## config.mk

```make
export PLATFORM = sky130hd
export DESIGN_NAME = axil_read_capture
export DESIGN_NICKNAME = d
export VERILOG_FILES = /design/src/axil_fifo_pkg.sv /design/src/axil_read_capture.sv /design/src/axil_two_fifo.sv
export VERILOG_INCLUDE_DIRS = /design/src
export SDC_FILE = /design/constraint.sdc
export NUM_CORES = 1
export LEC_CHECK = 0
export BUFFER_PORTS_ARGS = -buffer_cell sky130_fd_sc_hd__clkbuf_2
export CAP_MARGIN = 25
export CELL_PAD_IN_SITES_DETAIL_PLACEMENT = 1
export CELL_PAD_IN_SITES_GLOBAL_PLACEMENT = 1
export CORE_ASPECT_RATIO = 1.75
export CORE_UTILIZATION = 45
export DETAILED_ROUTE_END_ITERATION = 8
export PLACE_DENSITY = 0.94
export SETUP_SLACK_MARGIN = 0.2
export SLEW_MARGIN = 10
export SYNTH_ARGS = -nofsm -noshare
export SYNTH_HDL_FRONTEND = slang
export SYNTH_SLANG_ARGS = --single-unit
export TNS_END_PERCENT = 50
```

## constraint.sdc

```tcl
create_clock -name clk_i -period 3.4 [get_ports clk_i]
set_input_delay 0.34 -clock clk_i [delete_from_list [all_inputs] [get_ports clk_i]]
set_output_delay 0.34 -clock clk_i [all_outputs]
set_load 0.1 [all_outputs]
```

## src/axil_fifo_consts.svh

```systemverilog
// bus and memory sizing macros for the AXI4-Lite to fifo bridge; include wherever storage is sized.
`ifndef AXIL_FIFO_CONSTS_SVH
`define AXIL_FIFO_CONSTS_SVH

// AXI4-Lite data bus width in bits.
`define AXIL_DATA_W 32

// AXI4-Lite address width in bits.
`define AXIL_ADDR_W 32

// one strobe bit per data byte.
`define AXIL_STRB_W 4

// scratch memory depth in words.
`define MEM_WORDS 256

// word index width, log2 of the depth.
`define MEM_IDX_W 8

`endif
```

## src/axil_fifo_pkg.sv

```systemverilog
// channel, request and command types shared by every block of the AXI4-Lite to fifo bridge.
`include "axil_fifo_consts.svh"

package axil_fifo_pkg;

  typedef enum logic [1:0] {
    OKAY   = 2'b00,
    EXOKAY = 2'b01,
    SLVERR = 2'b10,
    DECERR = 2'b11
  } axil_resp_e;

  typedef struct packed {
    logic [`AXIL_ADDR_W-1:0] addr;
    logic [2:0]              prot;
  } axil_aw_t;

  typedef struct packed {
    logic [`AXIL_DATA_W-1:0] data;
    logic [`AXIL_STRB_W-1:0] strb;
  } axil_w_t;

  typedef struct packed {
    logic [`AXIL_ADDR_W-1:0] addr;
    logic [2:0]              prot;
  } axil_ar_t;

  typedef struct packed {
    logic [`AXIL_DATA_W-1:0] data;
    axil_resp_e              resp;
  } axil_r_t;

  typedef struct packed {
    axil_resp_e resp;
  } axil_b_t;

  // one serialized access to the memory side.
  typedef struct packed {
    logic [`AXIL_ADDR_W-1:0] addr;
    logic                    we;   // 1 for a write.
    logic [`AXIL_DATA_W-1:0] data;
    logic [`AXIL_STRB_W-1:0] mask;
  } fifo_cmd_t;

  typedef struct packed {
    logic [`AXIL_ADDR_W-1:0] addr;  // already word aligned.
  } rd_req_t;

  typedef struct packed {
    logic [`AXIL_ADDR_W-1:0] addr;
    logic [`AXIL_DATA_W-1:0] data;
    logic [`AXIL_STRB_W-1:0] mask;
  } wr_req_t;

endpackage

```

## src/axil_read_capture.sv

```systemverilog
// AR channel capture; buffers read addresses and hands word-aligned read requests onward.
`timescale 1ns/1ns
`include "axil_fifo_consts.svh"

module axil_read_capture
  import axil_fifo_pkg::*;
(
  input  logic     clk_i,
  input  logic     rst_n_i,
  input  axil_ar_t ar_i,
  input  logic     arvalid_i,
  output logic     arready_o,
  output rd_req_t  rd_req_o,
  output logic     rd_valid_o,
  input  logic     rd_yumi_i
);

  rd_req_t ar_req;

  // prot is not carried; the low two bits select a byte and are cleared.
  assign ar_req.addr = {ar_i.addr[`AXIL_ADDR_W-1:2], 2'b00};

  axil_two_fifo #(
    .payload_t(rd_req_t)
  ) i_ar_fifo (
    .clk_i  (clk_i),
    .rst_n_i(rst_n_i),
    .data_i (ar_req),
    .valid_i(arvalid_i),
    .ready_o(arready_o),
    .data_o (rd_req_o),
    .valid_o(rd_valid_o),
    .yumi_i (rd_yumi_i)
  );

endmodule

```

## src/axil_two_fifo.sv

```systemverilog
// two-entry valid/ready buffer with a typed payload; pops are signalled by yumi.
`timescale 1ns/1ns

module axil_two_fifo #(
  parameter type payload_t = logic
) (
  input  logic     clk_i,
  input  logic     rst_n_i,
  input  payload_t data_i,
  input  logic     valid_i,
  output logic     ready_o,
  output payload_t data_o,
  output logic     valid_o,
  input  logic     yumi_i
);

  payload_t   slots [2];
  logic       wr_ptr;
  logic       rd_ptr;
  logic [1:0] count;
  logic       push;
  logic       pop;

  assign ready_o = (count != 2'd2);   // room for at least one more.
  assign valid_o = (count != 2'd0);
  assign data_o  = slots[rd_ptr];

  assign push = valid_i & ready_o;
  assign pop  = yumi_i;

  always_ff @(posedge clk_i) begin
    if (push) begin
      slots[wr_ptr] <= data_i;
    end
  end

  always_ff @(posedge clk_i) begin
    if (!rst_n_i) begin
      wr_ptr <= 1'b0;
      rd_ptr <= 1'b0;
      count  <= 2'd0;
    end else begin
      if (push) wr_ptr <= ~wr_ptr;
      if (pop) rd_ptr <= ~rd_ptr;
      // both at once leaves the count alone.
      case ({push, pop})
        2'b10:   count <= count + 2'd1;
        2'b01:   count <= count - 2'd1;
        default: count <= count;
      endcase
    end
  end

  // the consumer may only take an entry that is actually held.
  a_no_yumi_when_empty: assert property (
    @(posedge clk_i) disable iff (!rst_n_i) yumi_i |-> valid_o
  ) else $error("yumi asserted on an empty two-entry buffer.");

endmodule

```

==> impl_metrics.tcl <==
set metrics [dict create \
    share_of_synthesized_area_spent_on_multiplexers_pct 14.07 \
    io_pins 73 \
    regToRegSetupSlack_ns 1.84 \
    area_growth_syn_to_layout_pct 25.95 \
    synthesis.area_per_instance_um2 20.18 \
    post_synth_fa_ha_maj_area_fraction_pct 0.5211 \
    cts_root_buf "sky130_fd_sc_hd__clkbuf_8" \
    cts_hold_buf 0 \
    worst_slew_margin_rel_pct 62.40 \
    fp.coreArea_mm2 0.005062 \
    synth_simple_gate_area_share_pct 2.293 \
    grt_antenna_before_repair 0 \
    wl_per_cell_um 17.28 \
    placementRows 34 \
    worstReg2RegEnd "i_ar_fifo.count[1]" \
    cts.htree.levels 3 \
    timing.final.crit_share_pct 61.63 \
    cp-start-kind "register" \
    p_clk_share_pct 31.4 \
    worst-endpoint-arrival_ns 1.76 \
    setup_tns_ns 0 \
    critical_path.reg2reg.startpoint "i_ar_fifo.count[0]" \
    power_density_mw_per_mm2 787.4 \
    clock_buffers_created_by_tritoncts 9 \
    globalplace.congestion 0.6808 \
    antennaDiodeCount 0 \
    ant_nets 0 \
    route.detailed.drc 6 \
    critical_path_required_ns 3.06 \
    design.final.nets 234 \
    post_route_cells_drive_above_1_share_pct 57.29 \
    max_freq_ghz 0.4772 \
    timing_worst_setup_path_type "register to output pin" \
    hold_violations 0 \
    floorplan.die_area_mm2 0.005643 \
    final.min_clock_period_ns 2.095 \
    dr_total_vias 1269 \
    grt_pass1_wl_um 6624 \
    clk-insertion-delay-late_ns 0.32 \
    die_x_um 57.22 \
    post_cts.resized_instances 0 \
    crit_path_max_fanout 30 \
    dominant_combinational_cell_family_by_area_after_synthesis "multiplexers" \
    place.port_buffers 65 \
    cts_num_sinks 65 \
    drv.max_cap_violation_count 0 \
    cell_area_after_technology_mapping_mm2 0.002401 \
    outcome "complete, but fails checks" \
    path_clk_slew_ns 0.07 \
    synth_xor_area_share_pct 1.094 \
    reg2reg_depth 5 \
    setup_repair_after_global_routing_missed_its_margin "no" \
    first_iter_violations 57 \
    drt-pass1-iter-count 6 \
    power.switching_w 0.0008197 \
    synth.ff_latch_count 65 \
    viasPerCell 5.016 \
    gate_count_of_the_mapped_netlist 119 \
    cp-endpoint "rd_req_o[8]" \
    pre_cts_slack_ns 1.624 \
    synth.yosys.warnings 0 \
    report.final.slew_viol_count 0 \
    cp-end-kind "output pin" \
    hold_path.class "primary input to register" \
    switching_share_pct 34.42 \
    worstMarginPinSlew_ns 0.5664 \
    post-dp-hpwl_um 3053 \
    nFillCells 466 \
    peak_supply_drop_mv 0.4466 \
    power_leakage_nw 1.180 \
    cts.repair_timing.setup_buffer_count 0 \
    first_global_vias 1388 \
    internal_power_w 0.001562 \
    yosysTopAreaCell "sky130_fd_sc_hd__edfxtp_1" \
    gr-usage-all-layers_pct 16.80 \
    grt_start_max_net_pins 31 \
    layout_setup_ws_ns 1.305 \
    routed_wl_um 4373 \
    power_frac_comb_pct 27.4 \
    synth_top_cells_by_area "sky130_fd_sc_hd__edfxtp_1 75%, sky130_fd_sc_hd__mux2_2 14%, sky130_fd_sc_hd__dfxtp_1 4.2%" \
    pwr-share-seq_pct 41.2 \
    synth_sequential_area_ratio_pct 79.21 \
    ys_types 21 \
    gr-total-overflow 0 \
    synth_compound_gate_area_share_pct 1.251 \
    final_setup_fails 0 \
    die-height_um 98.63 \
    initial_utilization_pct 47.43 \
    tritoncts "done" \
    cts-root-to-sink-buffers 2 \
    failed_checks "design-rule violations" \
    skew_ns 0.004829 \
    synthDominantCellAreaShare_pct 75.04 \
]
==> flip-flops by register name, indices dropped and copies added, names as in the netlist, named ones only <==
| name | count |
|---|---|
| i_ar_fifo.count | 2 |
| i_ar_fifo.wr_ptr | 1 |
| i_ar_fifo.slots | 60 |
| i_ar_fifo.rd_ptr | 1 |
==> per-stage QoR <==
step	cells	util [%]	total power [W]	hold slack (ns)	cell area, um2
final	253	59.74	0.002381	0.2102	3024
after global routing	253	59.74	0.002451	0.1909	3024
after CTS	253	59.74	0.002408	0.1859	3024
after detailed placement	237	55.12	0.001656	0.5071	2790
after global placement	237	55.12	0.001639	0.4825	2790
after floorplan	120	-	0.001548	0.4389	2405
==> placed cells by master (no fill, tap or decap), drive strengths merged <==
cell	netlist	final
or2	1	1
and2	3	3
buf	5	3
clkbuf	0	75
nand2b	1	1
o21ai	1	1
clkinv	0	2
clkinvlp	0	1
nand3b	1	1
a21bo	1	1
or3	1	1
xor2	1	1
mux2	30	30
inv	1	1
a21boi	2	2
xnor2	2	2
and3	1	1
conb	1	2
dfxtp	5	5
nand2	1	1
ha	1	1
bufinv	0	3
edfxtp	60	60
==> critical path, stage by stage, from the launching register on <==
cell,delay (ns)
sky130_fd_sc_hd__dfxtp_1,0.31
sky130_fd_sc_hd__buf_4,0.34
sky130_fd_sc_hd__mux2_2,0.41
sky130_fd_sc_hd__clkbuf_2,0.37
==> routing by layer <==
| metal | routed length (um) | track usage, % | up-vias |
|---|---|---|---|
| li1 | - | - | 602 |
| met1 | 1397 | 15.17 | 614 |
| met2 | 2603 | 31.04 | 47 |
| met3 | 279 | 4.199 | 6 |
| met4 | 92 | 12.01 | 0 |
| met5 | 0 | 0 | - |
==> cells in the mapped netlist (all sizes together) <==
cell and count:
a21bo 1, a21boi 2, and2 3, and3 1, buf 5, conb 1, dfxtp 5, edfxtp 60
ha 1, inv 1, mux2 30, nand2 1, nand2b 1, nand3b 1, o21ai 1, or2 1
or3 1, xnor2 2, xor2 1
==> power by group through the flow <==
stage                     logic, W  clock network (W)  registers, W
after floorplan           0.000558                  0      0.000990
after global placement    0.000648                  0      0.000991
after detailed placement  0.000658                  0      0.000998
after CTS                 0.000659           0.000767      0.000982
after global routing      0.000676           0.000787      0.000987
final                     0.000653           0.000747      0.000981
==> kinds of logic (layout without fill, tap and decap cells) <==
kind of cell,Yosys count,count (layout)
flip-flops,65,65
multiplexers,30,30
AND/OR/NAND/NOR,9,9
buffers and inverters,6,85
AO/OA/AOI/OAI,4,4
XOR/XNOR,3,3
adder cells (fa/ha/maj),1,1
other,1,2
==> worst min path at each step <==
stage | from | to | depth (start not counted)
finish | ar_i[25] | i_ar_fifo.slots[1][20] | 1
global route | ar_i[18] | i_ar_fifo.slots[0][13] | 1
CTS | ar_i[11] | i_ar_fifo.slots[0][6] | 1
detailed placement | i_ar_fifo.count[1] | i_ar_fifo.count[1] | 2
global placement | i_ar_fifo.count[1] | i_ar_fifo.count[1] | 2
floorplan | ar_i[5] | i_ar_fifo.slots[0][0] | 0
==> final cells by class <==
class	count	area (um2)	area share, %
flip-flops and latches	65	1902	62.89
repair buffers	68	347.8	11.50
well taps	54	67.56	2.234
clock buffers	10	127.6	4.220
multi-input cells	49	469.2	15.52
inverters	1	3.754	0.1241
clock inverters	6	106.4	3.517
Note: power is estimated with default switching activity, not from simulation.
