**config.mk**
```make
export PLATFORM = sky130hd
export DESIGN_NAME = axil_write_capture
export DESIGN_NICKNAME = d
export VERILOG_FILES = /design/src/axil_fifo_pkg.sv /design/src/axil_write_capture.sv /design/src/axil_two_fifo.sv
export VERILOG_INCLUDE_DIRS = /design/src
export SDC_FILE = /design/constraint.sdc
export NUM_CORES = 1
export LEC_CHECK = 0
export BUFFER_PORTS_ARGS = -buffer_cell sky130_fd_sc_hd__buf_4
export CORE_MARGIN = 5
export CORE_UTILIZATION = 46
export CTS_BUF_LIST = sky130_fd_sc_hd__clkbuf_4 sky130_fd_sc_hd__clkbuf_8 sky130_fd_sc_hd__clkbuf_16
export DETAILED_ROUTE_END_ITERATION = 8
export MAX_ROUTING_LAYER = met4
export PLACE_DENSITY = 0.84
export SLEW_MARGIN = 10
export SYNTH_ARGS = -nofsm -noshare
export SYNTH_HDL_FRONTEND = slang
export SYNTH_SLANG_ARGS = --single-unit
```
**constraint.sdc**
```tcl
create_clock -name clk_i -period 1.8 [get_ports clk_i]
set_input_delay 0.18 -clock clk_i [delete_from_list [all_inputs] [get_ports clk_i]]
set_output_delay 0.18 -clock clk_i [all_outputs]
set_load 0.1 [all_outputs]
```
**src/axil_fifo_consts.svh**
```systemverilog
// bus and memory sizing macros for the AXI4-Lite to fifo bridge; include wherever storage is sized.
`ifndef AXIL_FIFO_CONSTS_SVH
`define AXIL_FIFO_CONSTS_SVH

// AXI4-Lite data bus width in bits.
`define AXIL_DATA_W 32

// AXI4-Lite address width in bits.
`define AXIL_ADDR_W 32

// one strobe bit per data byte.
`define AXIL_STRB_W 4

// scratch memory depth in words.
`define MEM_WORDS 256

// word index width, log2 of the depth.
`define MEM_IDX_W 8

`endif
```
**src/axil_fifo_pkg.sv**
```systemverilog
// channel, request and command types shared by every block of the AXI4-Lite to fifo bridge.
`include "axil_fifo_consts.svh"

package axil_fifo_pkg;

  typedef enum logic [1:0] {
    OKAY   = 2'b00,
    EXOKAY = 2'b01,
    SLVERR = 2'b10,
    DECERR = 2'b11
  } axil_resp_e;

  typedef struct packed {
    logic [`AXIL_ADDR_W-1:0] addr;
    logic [2:0]              prot;
  } axil_aw_t;

  typedef struct packed {
    logic [`AXIL_DATA_W-1:0] data;
    logic [`AXIL_STRB_W-1:0] strb;
  } axil_w_t;

  typedef struct packed {
    logic [`AXIL_ADDR_W-1:0] addr;
    logic [2:0]              prot;
  } axil_ar_t;

  typedef struct packed {
    logic [`AXIL_DATA_W-1:0] data;
    axil_resp_e              resp;
  } axil_r_t;

  typedef struct packed {
    axil_resp_e resp;
  } axil_b_t;

  // one serialized access to the memory side.
  typedef struct packed {
    logic [`AXIL_ADDR_W-1:0] addr;
    logic                    we;   // 1 for a write.
    logic [`AXIL_DATA_W-1:0] data;
    logic [`AXIL_STRB_W-1:0] mask;
  } fifo_cmd_t;

  typedef struct packed {
    logic [`AXIL_ADDR_W-1:0] addr;  // already word aligned.
  } rd_req_t;

  typedef struct packed {
    logic [`AXIL_ADDR_W-1:0] addr;
    logic [`AXIL_DATA_W-1:0] data;
    logic [`AXIL_STRB_W-1:0] mask;
  } wr_req_t;

endpackage

```
**src/axil_write_capture.sv**
```systemverilog
// AW and W channel capture; joins an address with its data into one write request.
`timescale 1ns/1ns

module axil_write_capture
  import axil_fifo_pkg::*;
(
  input  logic     clk_i,
  input  logic     rst_n_i,
  input  axil_aw_t aw_i,
  input  logic     awvalid_i,
  output logic     awready_o,
  input  axil_w_t  w_i,
  input  logic     wvalid_i,
  output logic     wready_o,
  output wr_req_t  wr_req_o,
  output logic     wr_valid_o,
  input  logic     wr_yumi_i
);

  axil_aw_t aw_head;
  axil_w_t  w_head;
  logic     aw_valid;
  logic     w_valid;

  // each channel has its own buffer so either may arrive first.
  axil_two_fifo #(
    .payload_t(axil_aw_t)
  ) i_aw_fifo (
    .clk_i  (clk_i),
    .rst_n_i(rst_n_i),
    .data_i (aw_i),
    .valid_i(awvalid_i),
    .ready_o(awready_o),
    .data_o (aw_head),
    .valid_o(aw_valid),
    .yumi_i (wr_yumi_i)
  );

  axil_two_fifo #(
    .payload_t(axil_w_t)
  ) i_w_fifo (
    .clk_i  (clk_i),
    .rst_n_i(rst_n_i),
    .data_i (w_i),
    .valid_i(wvalid_i),
    .ready_o(wready_o),
    .data_o (w_head),
    .valid_o(w_valid),
    .yumi_i (wr_yumi_i)
  );

  // a write exists only once both halves are here.
  assign wr_valid_o = aw_valid & w_valid;

  always_comb begin
    wr_req_o.addr = aw_head.addr;   // prot dropped.
    wr_req_o.data = w_head.data;
    wr_req_o.mask = w_head.strb;
  end

  // both heads leave together, so the two buffers never drift apart.
  a_joined_pop: assert property (
    @(posedge clk_i) disable iff (!rst_n_i) wr_yumi_i |-> (aw_valid && w_valid)
  ) else $error("write request taken before AW and W were both present.");

endmodule

```
**src/axil_two_fifo.sv**
```systemverilog
// two-entry valid/ready buffer with a typed payload; pops are signalled by yumi.
`timescale 1ns/1ns

module axil_two_fifo #(
  parameter type payload_t = logic
) (
  input  logic     clk_i,
  input  logic     rst_n_i,
  input  payload_t data_i,
  input  logic     valid_i,
  output logic     ready_o,
  output payload_t data_o,
  output logic     valid_o,
  input  logic     yumi_i
);

  payload_t   slots [2];
  logic       wr_ptr;
  logic       rd_ptr;
  logic [1:0] count;
  logic       push;
  logic       pop;

  assign ready_o = (count != 2'd2);   // room for at least one more.
  assign valid_o = (count != 2'd0);
  assign data_o  = slots[rd_ptr];

  assign push = valid_i & ready_o;
  assign pop  = yumi_i;

  always_ff @(posedge clk_i) begin
    if (push) begin
      slots[wr_ptr] <= data_i;
    end
  end

  always_ff @(posedge clk_i) begin
    if (!rst_n_i) begin
      wr_ptr <= 1'b0;
      rd_ptr <= 1'b0;
      count  <= 2'd0;
    end else begin
      if (push) wr_ptr <= ~wr_ptr;
      if (pop) rd_ptr <= ~rd_ptr;
      // both at once leaves the count alone.
      case ({push, pop})
        2'b10:   count <= count + 2'd1;
        2'b01:   count <= count - 2'd1;
        default: count <= count;
      endcase
    end
  end

  // the consumer may only take an entry that is actually held.
  a_no_yumi_when_empty: assert property (
    @(posedge clk_i) disable iff (!rst_n_i) yumi_i |-> valid_o
  ) else $error("yumi asserted on an empty two-entry buffer.");

endmodule

```
==> results of run 1 <==
==> per-stage QoR <==
step | instances | hold WS, ns
2_1_floorplan | 258 | 0.2789
3_3_place_gp | 542 | 0.3650
3_5_place_dp | 542 | 0.3676
4_1_cts | 642 | 0.05760
5_1_grt | 645 | 0.09811
6_report | 645 | 0.07907
==> worst min-delay path, stage by stage <==
cell and delay (ns):
buf_4 0.10, a21bo_1 0.10, a21oi_1 0.06
==> routing by layer <==
| metal | vias up | global-route usage (%) | part of all wire [%] |
|---|---|---|---|
| li1 | 1472 | - | - |
| met5 | - | - | 0 |
| met1 | 1540 | 21.65 | 41 |
| met2 | 151 | 28.18 | 51 |
| met4 | 0 | 6.093 | 1.6 |
| met3 | 17 | 5.238 | 6.0 |
==> cells by family after synthesis <==
| logic type | Yosys count | share of synthesized area [%] |
|---|---|---|
| xor+xnor | 6 | 0.9857 |
| compound gates | 9 | 1.127 |
| buf+inv | 11 | 1.103 |
| mux | 68 | 14.36 |
| simple gates | 16 | 1.596 |
| fa+ha+maj | 2 | 0.4693 |
| flops | 146 | 80.36 |
==> final timing paths <==
path | start | end | slack (ns)
max | flop | wr_req_o[14] | 0.03
min | wvalid_i | i_w_fifo.wr_ptr | 0.08
max reg2reg | i_aw_fifo.count[0] | i_aw_fifo.count[1] | 0.23
min reg2reg | i_w_fifo.rd_ptr | flop | 0.52
==> Yosys cell counts (2+ instances only) <==
cell type	count	area share, %
edfxtp_1	136	77
mux2_2	60	13
dfxtp_1	10	3.8
mux2_1	8	1.7
nor2_1	6	0.42
buf_2	5	0.47
a21oi_1	4	0.38
xnor2_1	4	0.66
buf_4	3	0.42
a21bo_1	2	0.38
and3_1	2	0.23
ha_1	2	0.47
inv_1	2	0.14
nand2_1	2	0.14
nand3b_1	2	0.28
o21ai_0	2	0.19
or3_1	2	0.23
xor2_1	2	0.33
==> repair_timing <==
action / CTS / global route
cloned: 0 / 3
setup endpoints to repair: 7 / 55
hold buffers: 68 / 0
endpoints found under the hold margin: 136 / 0
gates resized for setup: 7 / 33
==> power by group through the flow <==
stage / Sequential (mW) / Clock (mW) / Combinational [mW]
5_1_grt: 4.21 / 3.75 / 3.24
6_report: 4.19 / 3.52 / 3.14
3_5_place_dp: 4.24 / 0 / 2.87
2_1_floorplan: 4.20 / 0 / 2.23
4_1_cts: 4.17 / 3.56 / 3.02
3_3_place_gp: 4.21 / 0 / 2.85
==> layout make-up <==
| class | instances | area (sq um) | share of cell area [%] |
|---|---|---|---|
| sequential | 146 | 4289 | 52.55 |
| timing repair buffer | 220 | 2074 | 25.42 |
| multi-input combinational | 101 | 1003 | 12.29 |
| clock buffer | 18 | 432.9 | 5.304 |
| tap | 143 | 178.9 | 2.192 |
| clock inverter | 14 | 163.9 | 2.008 |
| inverter | 3 | 18.77 | 0.2300 |
==> cell usage in the layout (no fill, tap or decap) <==
cell	count
xnor2_1	4
clkinvlp_4	5
and3_2	2
mux2_1	8
inv_6	1
xor2_1	2
a21bo_1	2
dfxtp_1	8
clkinv_2	1
dlygate4sd3_1	68
mux2_2	60
o22a_2	1
a21oi_1	4
nand2b_4	2
clkinv_4	3
nor2_1	6
o21ai_0	2
clkbuf_16	19
or3_1	2
dfxtp_4	1
nand3b_1	2
buf_6	38
nand2_1	2
buf_12	6
clkbuf_4	1
edfxtp_1	136
clkinv_1	4
buf_4	106
dfxtp_2	1
ha_1	2
bufinv_16	3
==> sequential cells by signal (all words and copies together), names as in the netlist, named ones only <==
| register | count |
|---|---|
| i_w_fifo.wr_ptr | 1 |
| i_w_fifo.slots | 72 |
| i_aw_fifo.rd_ptr | 1 |
| i_aw_fifo.wr_ptr | 1 |
| i_w_fifo.rd_ptr | 1 |
| i_aw_fifo.count | 2 |
| i_aw_fifo.slots | 64 |
| i_w_fifo.count | 2 |
==> metrics.cfg, run 1 <==
[global_routing]
grt_pass1_wl_mm=18.75
antenna_found_initial=0
overflow=0
first_global_vias=3495
grt_usage_pct=17.67
grt_max_degree=37

[critical_path]
worst-path-buf-inv=2
required_ns=1.62
worstPathMaxFanout=18
crit_path_end_kind=output pin
rr_worst_depth=5
worst-path-stages=3
cpPeakStageDelay_ns=0.40
worstPathCellList=buf_12 > mux2_2 > buf_4
worst-setup-path-type=reg -> out
crit_path_top_delay_cell=dfxtp_4
cp_data_arrival_time_ns=1.59
worst_setup_path_start_kind=flop
path_delay_family=buffers and inverters

[clock_tree]
htreeDepth=4
clk_path_buf_depth=2
cts_setup_buffers=0
clk_pin_slew_ns=0.05
cts_buffers=17
cts_root_buffer=clkbuf_16
worstSkewPairLatency_ns=0.40
cts_sinks=146
cts_tree=yes

[logic_synthesis]
synth_edf_count=136
ys_ff_latch=146
synthCells=258
synth_area_sq_um=5331
ys_seq_area_share_pct=80.36
syn_nets=336
avgSynthCellArea_sq_um=20.66
synth_flop_cell=edfxtp_1
yosysWarnings=0
ys_types=22
async_reset_ff_share_pct=0

[timing]
worst_slack_ns=0.03256
fin_worst_skew_ns=0.005773
slew_headroom_pct=80.49
finalHoldViolCount=0
min_period_ns=1.767
tightest_slew_ns=0.2951
fin_setup_tns_ns=0
timing.final.crit_share_pct=98.19
fmax_mhz=565.8
drv_slew=0
setup_viol=0

[power]
p_clk_share_pct=32.5
seqPwrFrac_pct=38.6
p_int_mw=7.163
p_sw_mw=3.684
power_mw=10.85
p_comb_share_pct=28.9
power_leakage_nw=3.091
switching_share_pct=33.96
vdd_drop_max_mv=0.8860
power_density_nw_per_um2=1329

[floorplanning]
die_w_um=117.7
io_pins=147
dieArea_sq_um=13840
start_util_pct=46.89
die_h_um=117.7
core-area_sq_um=11370
row_count=39

[worst_hold_path]
min_path_type=in -> reg
holdPathStages=3

[routing]
drc=0
route.antenna.remaining_nets=0
firstDrtPassIters=5
drt_iter0_markers=216
viasPerCell=4.930
vias=3180
avgRoutedWirePerCell_um=19.83
wirelength_mm=12.79

[place]
dp_hpwl_mm=6.915
place_area_sq_um=6679
portBuffers=143
pre_cts_ws_ns=0.2368
routabilityCongestion=0.7295

[run]
drv_cap=0

[cells_and_area]
fill_cells=655
syn2layout_area_growth_pct=53.09
nets=567
diodes=0
layout-drive-gt1-share_pct=49.80
final_util_pct=71.78
fin_area_sq_um=8162

[run_status]
outcome=completed

No activity file was read; power rests on OpenSTA's default activity.
==> run 2: changes to the inputs <==
==> constraint.sdc (replaced) <==
create_clock -name clk_i -period 1.8 [get_ports clk_i]
set_input_delay 0.27 -clock clk_i [delete_from_list [all_inputs] [get_ports clk_i]]
set_output_delay 0.27 -clock clk_i [all_outputs]
set_load 0.1 [all_outputs]
==> run 2 against run 1 <==
The flow now finishes with violations (negative setup slack). Sequential share of layout area rose by 1.8 points. Die area did not move. Clock skew rose by 0.0018 ns. Via count shrank 9.7%. Critical path type unchanged. Critical endpoint is now wr_req_o[37]. Routed wire length is 14% lower. Cell area decreased by 3.3%. Flip-flop and latch count is the same. Combinational power is 4% higher. First-iteration DRC count decreased by 33%.
==> metrics.cfg, run 2 (synthesis results as in run 1) <==
[floorplanning]
row_count=39  ; unchanged
start_util_pct=46.89  ; unchanged
core-area_sq_um=11370  ; unchanged
die_w_um=117.7  ; unchanged
die_h_um=117.7  ; unchanged
io_pins=147  ; unchanged
dieArea_sq_um=13840  ; unchanged

[cells_and_area]
final_cell_mix=edfxtp_1, buf_4, mux2_2, buf_6, buf_12
top_register=i_w_fifo.slots
syn2layout_area_growth_pct=48.06
nets=499  ; -12%
largest_register_ffs=72  ; unchanged
final_util_pct=69.43  ; -2.4 points
final_common_cell=edfxtp_1
final_cell_count_no_fill=577  ; -11%
largestRegisters=i_w_fifo.slots: 72 flops, i_aw_fifo.slots: 64 flops
layout-drive-gt1-share_pct=59.68  ; +9.9 points
diodes=0  ; unchanged

[critical_path]
cp_data_arrival_time_ns=1.54  ; -0.05 ns
rr_worst_depth=5  ; unchanged
crit_path_top_delay_cell=dfxtp_4
cpPeakStageDelay_ns=0.40  ; about the same
path_delay_family=flip-flops
reg2reg_from=i_w_fifo.count[0]
reg2reg_slack_ns=0.27  ; +0.04 ns
worst_setup_path_start_kind=flop
timing.rr.end=i_w_fifo.count[1]
worst-path-buf-inv=2  ; unchanged
worstPathMaxFanout=16  ; -2
worst-setup-path-type=reg -> out
worstPathCellList=buf_12 > mux2_2 > buf_8
crit_path_end_kind=output pin
required_ns=1.53  ; -0.09 ns

[timing]
worst_slack_ns=-0.01280  ; -0.04535 ns
rsz0062_at_grt=true
holdWs_ns=0.04420  ; -0.03488 ns
tightest_slew_ns=0.2662  ; -0.02889 ns
finalHoldViolCount=0  ; unchanged
setup_viol=19  ; +19
drv_slew=0  ; unchanged
slew_headroom_pct=82.14  ; +1.7 points
fin_worst_skew_ns=0.007593  ; +0.001820 ns
fmax_mhz=551.6  ; -2.5%
min_period_ns=1.813  ; +0.04535 ns
timing.final.crit_share_pct=100.7  ; +2.5 points

[clock_tree]
worstSkewPairLatency_ns=0.41  ; about the same
clk_path_buf_depth=2  ; unchanged
htreeDepth=4  ; unchanged
cts_buffers=17  ; unchanged
cts_root_buffer=clkbuf_16
clk_pin_slew_ns=0.06  ; about the same
cts_tree=yes
cts_setup_buffers=0  ; unchanged
cts_sinks=146  ; unchanged

[power]
power_density_nw_per_um2=1409  ; +6.0%
vdd_drop_max_mv=0.9464  ; +6.8%
power_leakage_nw=3.005  ; -2.8%

[place]
dp.cells=542  ; unchanged
portBuffers=143  ; unchanged
dp_hpwl_mm=6.834  ; -1.2%
routabilityCongestion=0.7295  ; unchanged

[routing]
firstDrtPassIters=4  ; -1
wirelength_mm=11.00  ; -14%
viasPerCell=4.976  ; +0.92%
drc=0  ; unchanged
vias=2871  ; -9.7%
avgRoutedWirePerCell_um=19.06  ; -3.9%
drt_iter0_markers=144  ; -33%
route.antenna.remaining_nets=0  ; unchanged

[worst_hold_path]
holdPathStages=1  ; -2
min_from=aw_i[29]
hold_path_end=i_aw_fifo.slots[0][29]
min_path_type=in -> reg

[run_status]
outcome=finished, violations left
violations=negative setup slack

[global_routing]
grt_pass1_wl_mm=16.83  ; -10%
first_global_vias=3235  ; -7.4%
overflow=0  ; unchanged
grt_max_degree=37  ; unchanged
grt_usage_pct=16.16  ; -1.5 points
antenna_found_initial=0  ; unchanged

[run]
drv_cap=0  ; unchanged

[run 2: cell count changes in the layout (fill, tap and decap cells not counted), sizes merged]
cell,delta
bufinv,+1
dlygate4sd3,-68
clkinvlp,-2
buf,+1
[run 2: how the worst max path moves through the flow]
stage,from,end,cells past startpoint,slack (ns)
after global routing,flop,wr_req_o[37],3,-0.06
after CTS,flop,wr_req_o[34],3,-0.04
after floorplan,i_w_fifo.count[0],i_w_fifo.slots[0][0],3,0.03
after detailed placement,i_aw_fifo.count[0],i_aw_fifo.count[1],5,0.28
final,flop,wr_req_o[37],3,-0.01
after global placement,i_aw_fifo.count[0],i_aw_fifo.count[1],5,0.32
[run 2: per-layer routing]
layer | part of all wire [%] | GRT usage [%] | wire [um] | vias to the layer above
li1 | - | - | - | 1338
met1 | 41 | 19.39 | 4553 | 1395
met2 | 49 | 25.04 | 5417 | 136
met3 | 9.0 | 7.112 | 994 | 2
met4 | 0.28 | 4.516 | 31 | 0
met5 | 0 | - | 0 | -
[run 2: worst register-to-register path: cells and delay by family, from the launching register on]
family          cells  cell delay [ns]
flops               1             0.40
simple gates        3             0.62
fa+ha+maj           1             0.30
compound gates      1             0.14
[run 2: through the flow]
step                      power (mW)  setup WS (ns)  setup TNS [ns]  area (sq um)
after floorplan                6.431        0.03015               0          5354
after global placement         7.058         0.3183               0          6679
after detailed placement       7.109         0.2765               0          6679
after CTS                      11.02       -0.03578         -0.7141          7639
after global routing           11.52       -0.06216          -2.370          7894
final                          11.12       -0.01280         -0.1385          7894
[run 2: final cells by class]
class | instances | area, sq um
Inverter | 3 | 18.77
Clock inverter | 13 | 185.2
Clock buffer | 19 | 440.4
Sequential cell | 146 | 4292
Tap cell | 143 | 178.9
Fill cell | 686 | 3476
Timing Repair Buffer | 152 | 1715
Multi-Input combinational cell | 101 | 1064
[run 2: what timing repair did]
| action | in CTS | in global routing |
|---|---|---|
| pin swaps | 0 | 0 |
| hold buffers | 0 | 0 |
| gates resized for setup | 81 | 60 |
| endpoints found under the setup margin | 68 | 68 |
| cloned | 2 | 1 |
[run 2: where the power goes]
part	switching, mW	internal (mW)	total [mW]
logic	2.24	1.04	3.28
registers	0.107	4.07	4.18
clock network	1.32	2.35	3.67
total	3.66	7.46	11.1
==> run 3: changes to the inputs <==
--- a/config.mk
+++ b/config.mk
@@ -10,8 +10,8 @@
 export CORE_MARGIN = 5
 export CORE_UTILIZATION = 46
 export CTS_BUF_LIST = sky130_fd_sc_hd__clkbuf_4 sky130_fd_sc_hd__clkbuf_8 sky130_fd_sc_hd__clkbuf_16
+export CTS_CLUSTER_SIZE = 28
 export DETAILED_ROUTE_END_ITERATION = 8
-export MAX_ROUTING_LAYER = met4
 export PLACE_DENSITY = 0.84
 export SLEW_MARGIN = 10
 export SYNTH_ARGS = -nofsm -noshare
==> run 3 against run 2 <==
Register-to-register slack hardly changed. The flow still finishes with violations (negative setup slack). Clock skew is 0.00066 ns lower. Final cell count is 0.17% lower. Hold slack better by 0.0034 ns. Non-clock buffer count is 1 lower. Critical path type unchanged.
==> metrics.cfg, run 3 (synthesis results as in run 1) <==
[run_status]
outcome=finished, violations left
violations=negative setup slack

[global_routing]
grt_usage_pct=15.65  ; -0.52 points
use_met1_pct=19.13  ; -0.26 points
use_met2_pct=24.75  ; -0.28 points
grt_max_degree=37  ; unchanged
grt.busiest_layer=met2
grt_pass1_wl_mm=16.88  ; +0.29%
grt_use_met3_pct=7.448  ; +0.34 points
antenna_found_initial=0  ; unchanged
overflow=0  ; unchanged
first_global_vias=3220  ; -0.46%

[cells_and_area]
largest_register_ffs=72  ; unchanged
top_register=i_w_fifo.slots
final_util_pct=67.75  ; -1.7 points
layout-drive-gt1-share_pct=59.58  ; -0.093 points
final_cell_mix=edfxtp_1, buf_4, mux2_2, buf_6, clkbuf_16
final_common_cell=edfxtp_1
nets=498  ; -0.20%
fill_cells=724  ; +5.5%
syn2layout_area_growth_pct=44.47
largestRegisters=i_w_fifo.slots: 72 flops, i_aw_fifo.slots: 64 flops
diodes=0  ; unchanged

[clock_tree]
clk_pin_slew_ns=0.06  ; about the same
cts_tree=yes
clk_path_buf_depth=2  ; unchanged
cts_setup_buffers=0  ; unchanged
cts_sinks=146  ; unchanged
cts_buffers=17  ; unchanged
htreeDepth=4  ; unchanged
worstSkewPairLatency_ns=0.40  ; about the same
cts_root_buffer=clkbuf_16

[critical_path]
cp_data_arrival_time_ns=1.54  ; about the same
worst-path-buf-inv=2  ; unchanged
crit_path_top_delay_cell=dfxtp_4
worst_setup_path_start_kind=flop
worstPathCellList=buf_12 > mux2_2 > buf_8
path_delay_family=flip-flops
cpPeakStageDelay_ns=0.39  ; about the same
required_ns=1.53  ; about the same
crit_path_end_kind=output pin
worst-setup-path-type=reg -> out
worstPathMaxFanout=18  ; +2

[floorplanning]
die_h_um=117.7  ; unchanged
dieArea_sq_um=13840  ; unchanged
core-area_sq_um=11370  ; unchanged
row_count=39  ; unchanged
die_w_um=117.7  ; unchanged
io_pins=147  ; unchanged
start_util_pct=46.89  ; unchanged

[timing]
fin_setup_tns_ns=-0.04341  ; +0.09504 ns
min_period_ns=1.809  ; -0.003400 ns
holdWs_ns=0.04757  ; +0.003371 ns
worst_slack_ns=-0.009397  ; +0.003400 ns
rsz0062_at_grt=true
timing.final.crit_share_pct=100.5  ; -0.19 points
fmax_mhz=552.7  ; +0.19%
slew_headroom_pct=82.54  ; +0.40 points
drv_slew=0  ; unchanged
fin_worst_skew_ns=0.006929  ; -0.0006642 ns
tightest_slew_ns=0.2602  ; -0.005992 ns
setup_viol=8  ; -11
finalHoldViolCount=0  ; unchanged

[routing]
vias=2860  ; -0.38%
drc=0  ; unchanged
wirelength_mm=10.72  ; -2.5%
drt_iter0_markers=172  ; +19%
firstDrtPassIters=4  ; unchanged
viasPerCell=4.965  ; -0.21%
route.antenna.remaining_nets=0  ; unchanged
avgRoutedWirePerCell_um=18.62  ; -2.3%

[power]
p_int_mw=7.348  ; -1.5%
power_mw=10.98  ; -1.3%
seqPwrFrac_pct=38.0  ; +0.4 points
switching_share_pct=33.06  ; +0.14 points
power_leakage_nw=2.899  ; -3.5%
power_density_nw_per_um2=1425  ; +1.1%
vdd_drop_max_mv=1.006  ; +6.3%
p_sw_mw=3.629  ; -0.91%
p_comb_share_pct=28.6  ; -0.9 points
p_clk_share_pct=33.4  ; +0.4 points

[run]
drv_cap=0  ; unchanged

[place]
pre_cts_ws_ns=0.2765  ; unchanged
routabilityCongestion=0.7210  ; -1.2%
dp_hpwl_mm=6.834  ; unchanged
portBuffers=143  ; unchanged

[worst_hold_path]
min_path_type=in -> reg

## run 3: final timing paths
kind         cells after the start          startpoint  slack [ns]                     end
min reg2reg                      2     i_w_fifo.rd_ptr        0.53                    flop
max reg2reg                      5  i_aw_fifo.count[0]        0.27      i_aw_fifo.count[1]
max                              3                flop      -0.009            wr_req_o[27]
min                              1            aw_i[29]        0.05  i_aw_fifo.slots[0][29]
## run 3: layer usage
layer	up-vias	part of all wire, %
met3	2	9.7
met5	-	0
met4	0	0.31
met2	129	49
met1	1393	41
li1	1336	-
## run 3: metrics by stage
step	instance area [sq um]	cells
after global placement	6679	542
after CTS	7639	576
after detailed placement	6679	542
after global routing	7702	576
final	7702	576
after floorplan	5354	258
## run 3: timing repair
action,CTS,global route
pin swaps,0,0
resized for setup,81,21
cloned,2,0
hold buffers,0,0
setup endpoints to repair,68,68
## run 3: power groups by stage
stage	logic (mW)	registers [mW]	clock network [mW]
2_1_floorplan	2.23	4.20	0
3_3_place_gp	2.85	4.21	0
3_5_place_dp	2.87	4.24	0
4_1_cts	3.10	4.18	3.74
5_1_grt	3.24	4.20	3.93
6_report	3.14	4.17	3.66
## run 3: cell type report
type	count	area [sq um]	share of cell area (%)
Sequential cell	146	4292	55.72
Timing Repair Buffer	151	1573	20.42
Multi-Input combinational cell	101	1015	13.17
Clock buffer	19	440.4	5.718
Clock inverter	13	185.2	2.404
Tap cell	143	178.9	2.323
Inverter	3	18.77	0.2437
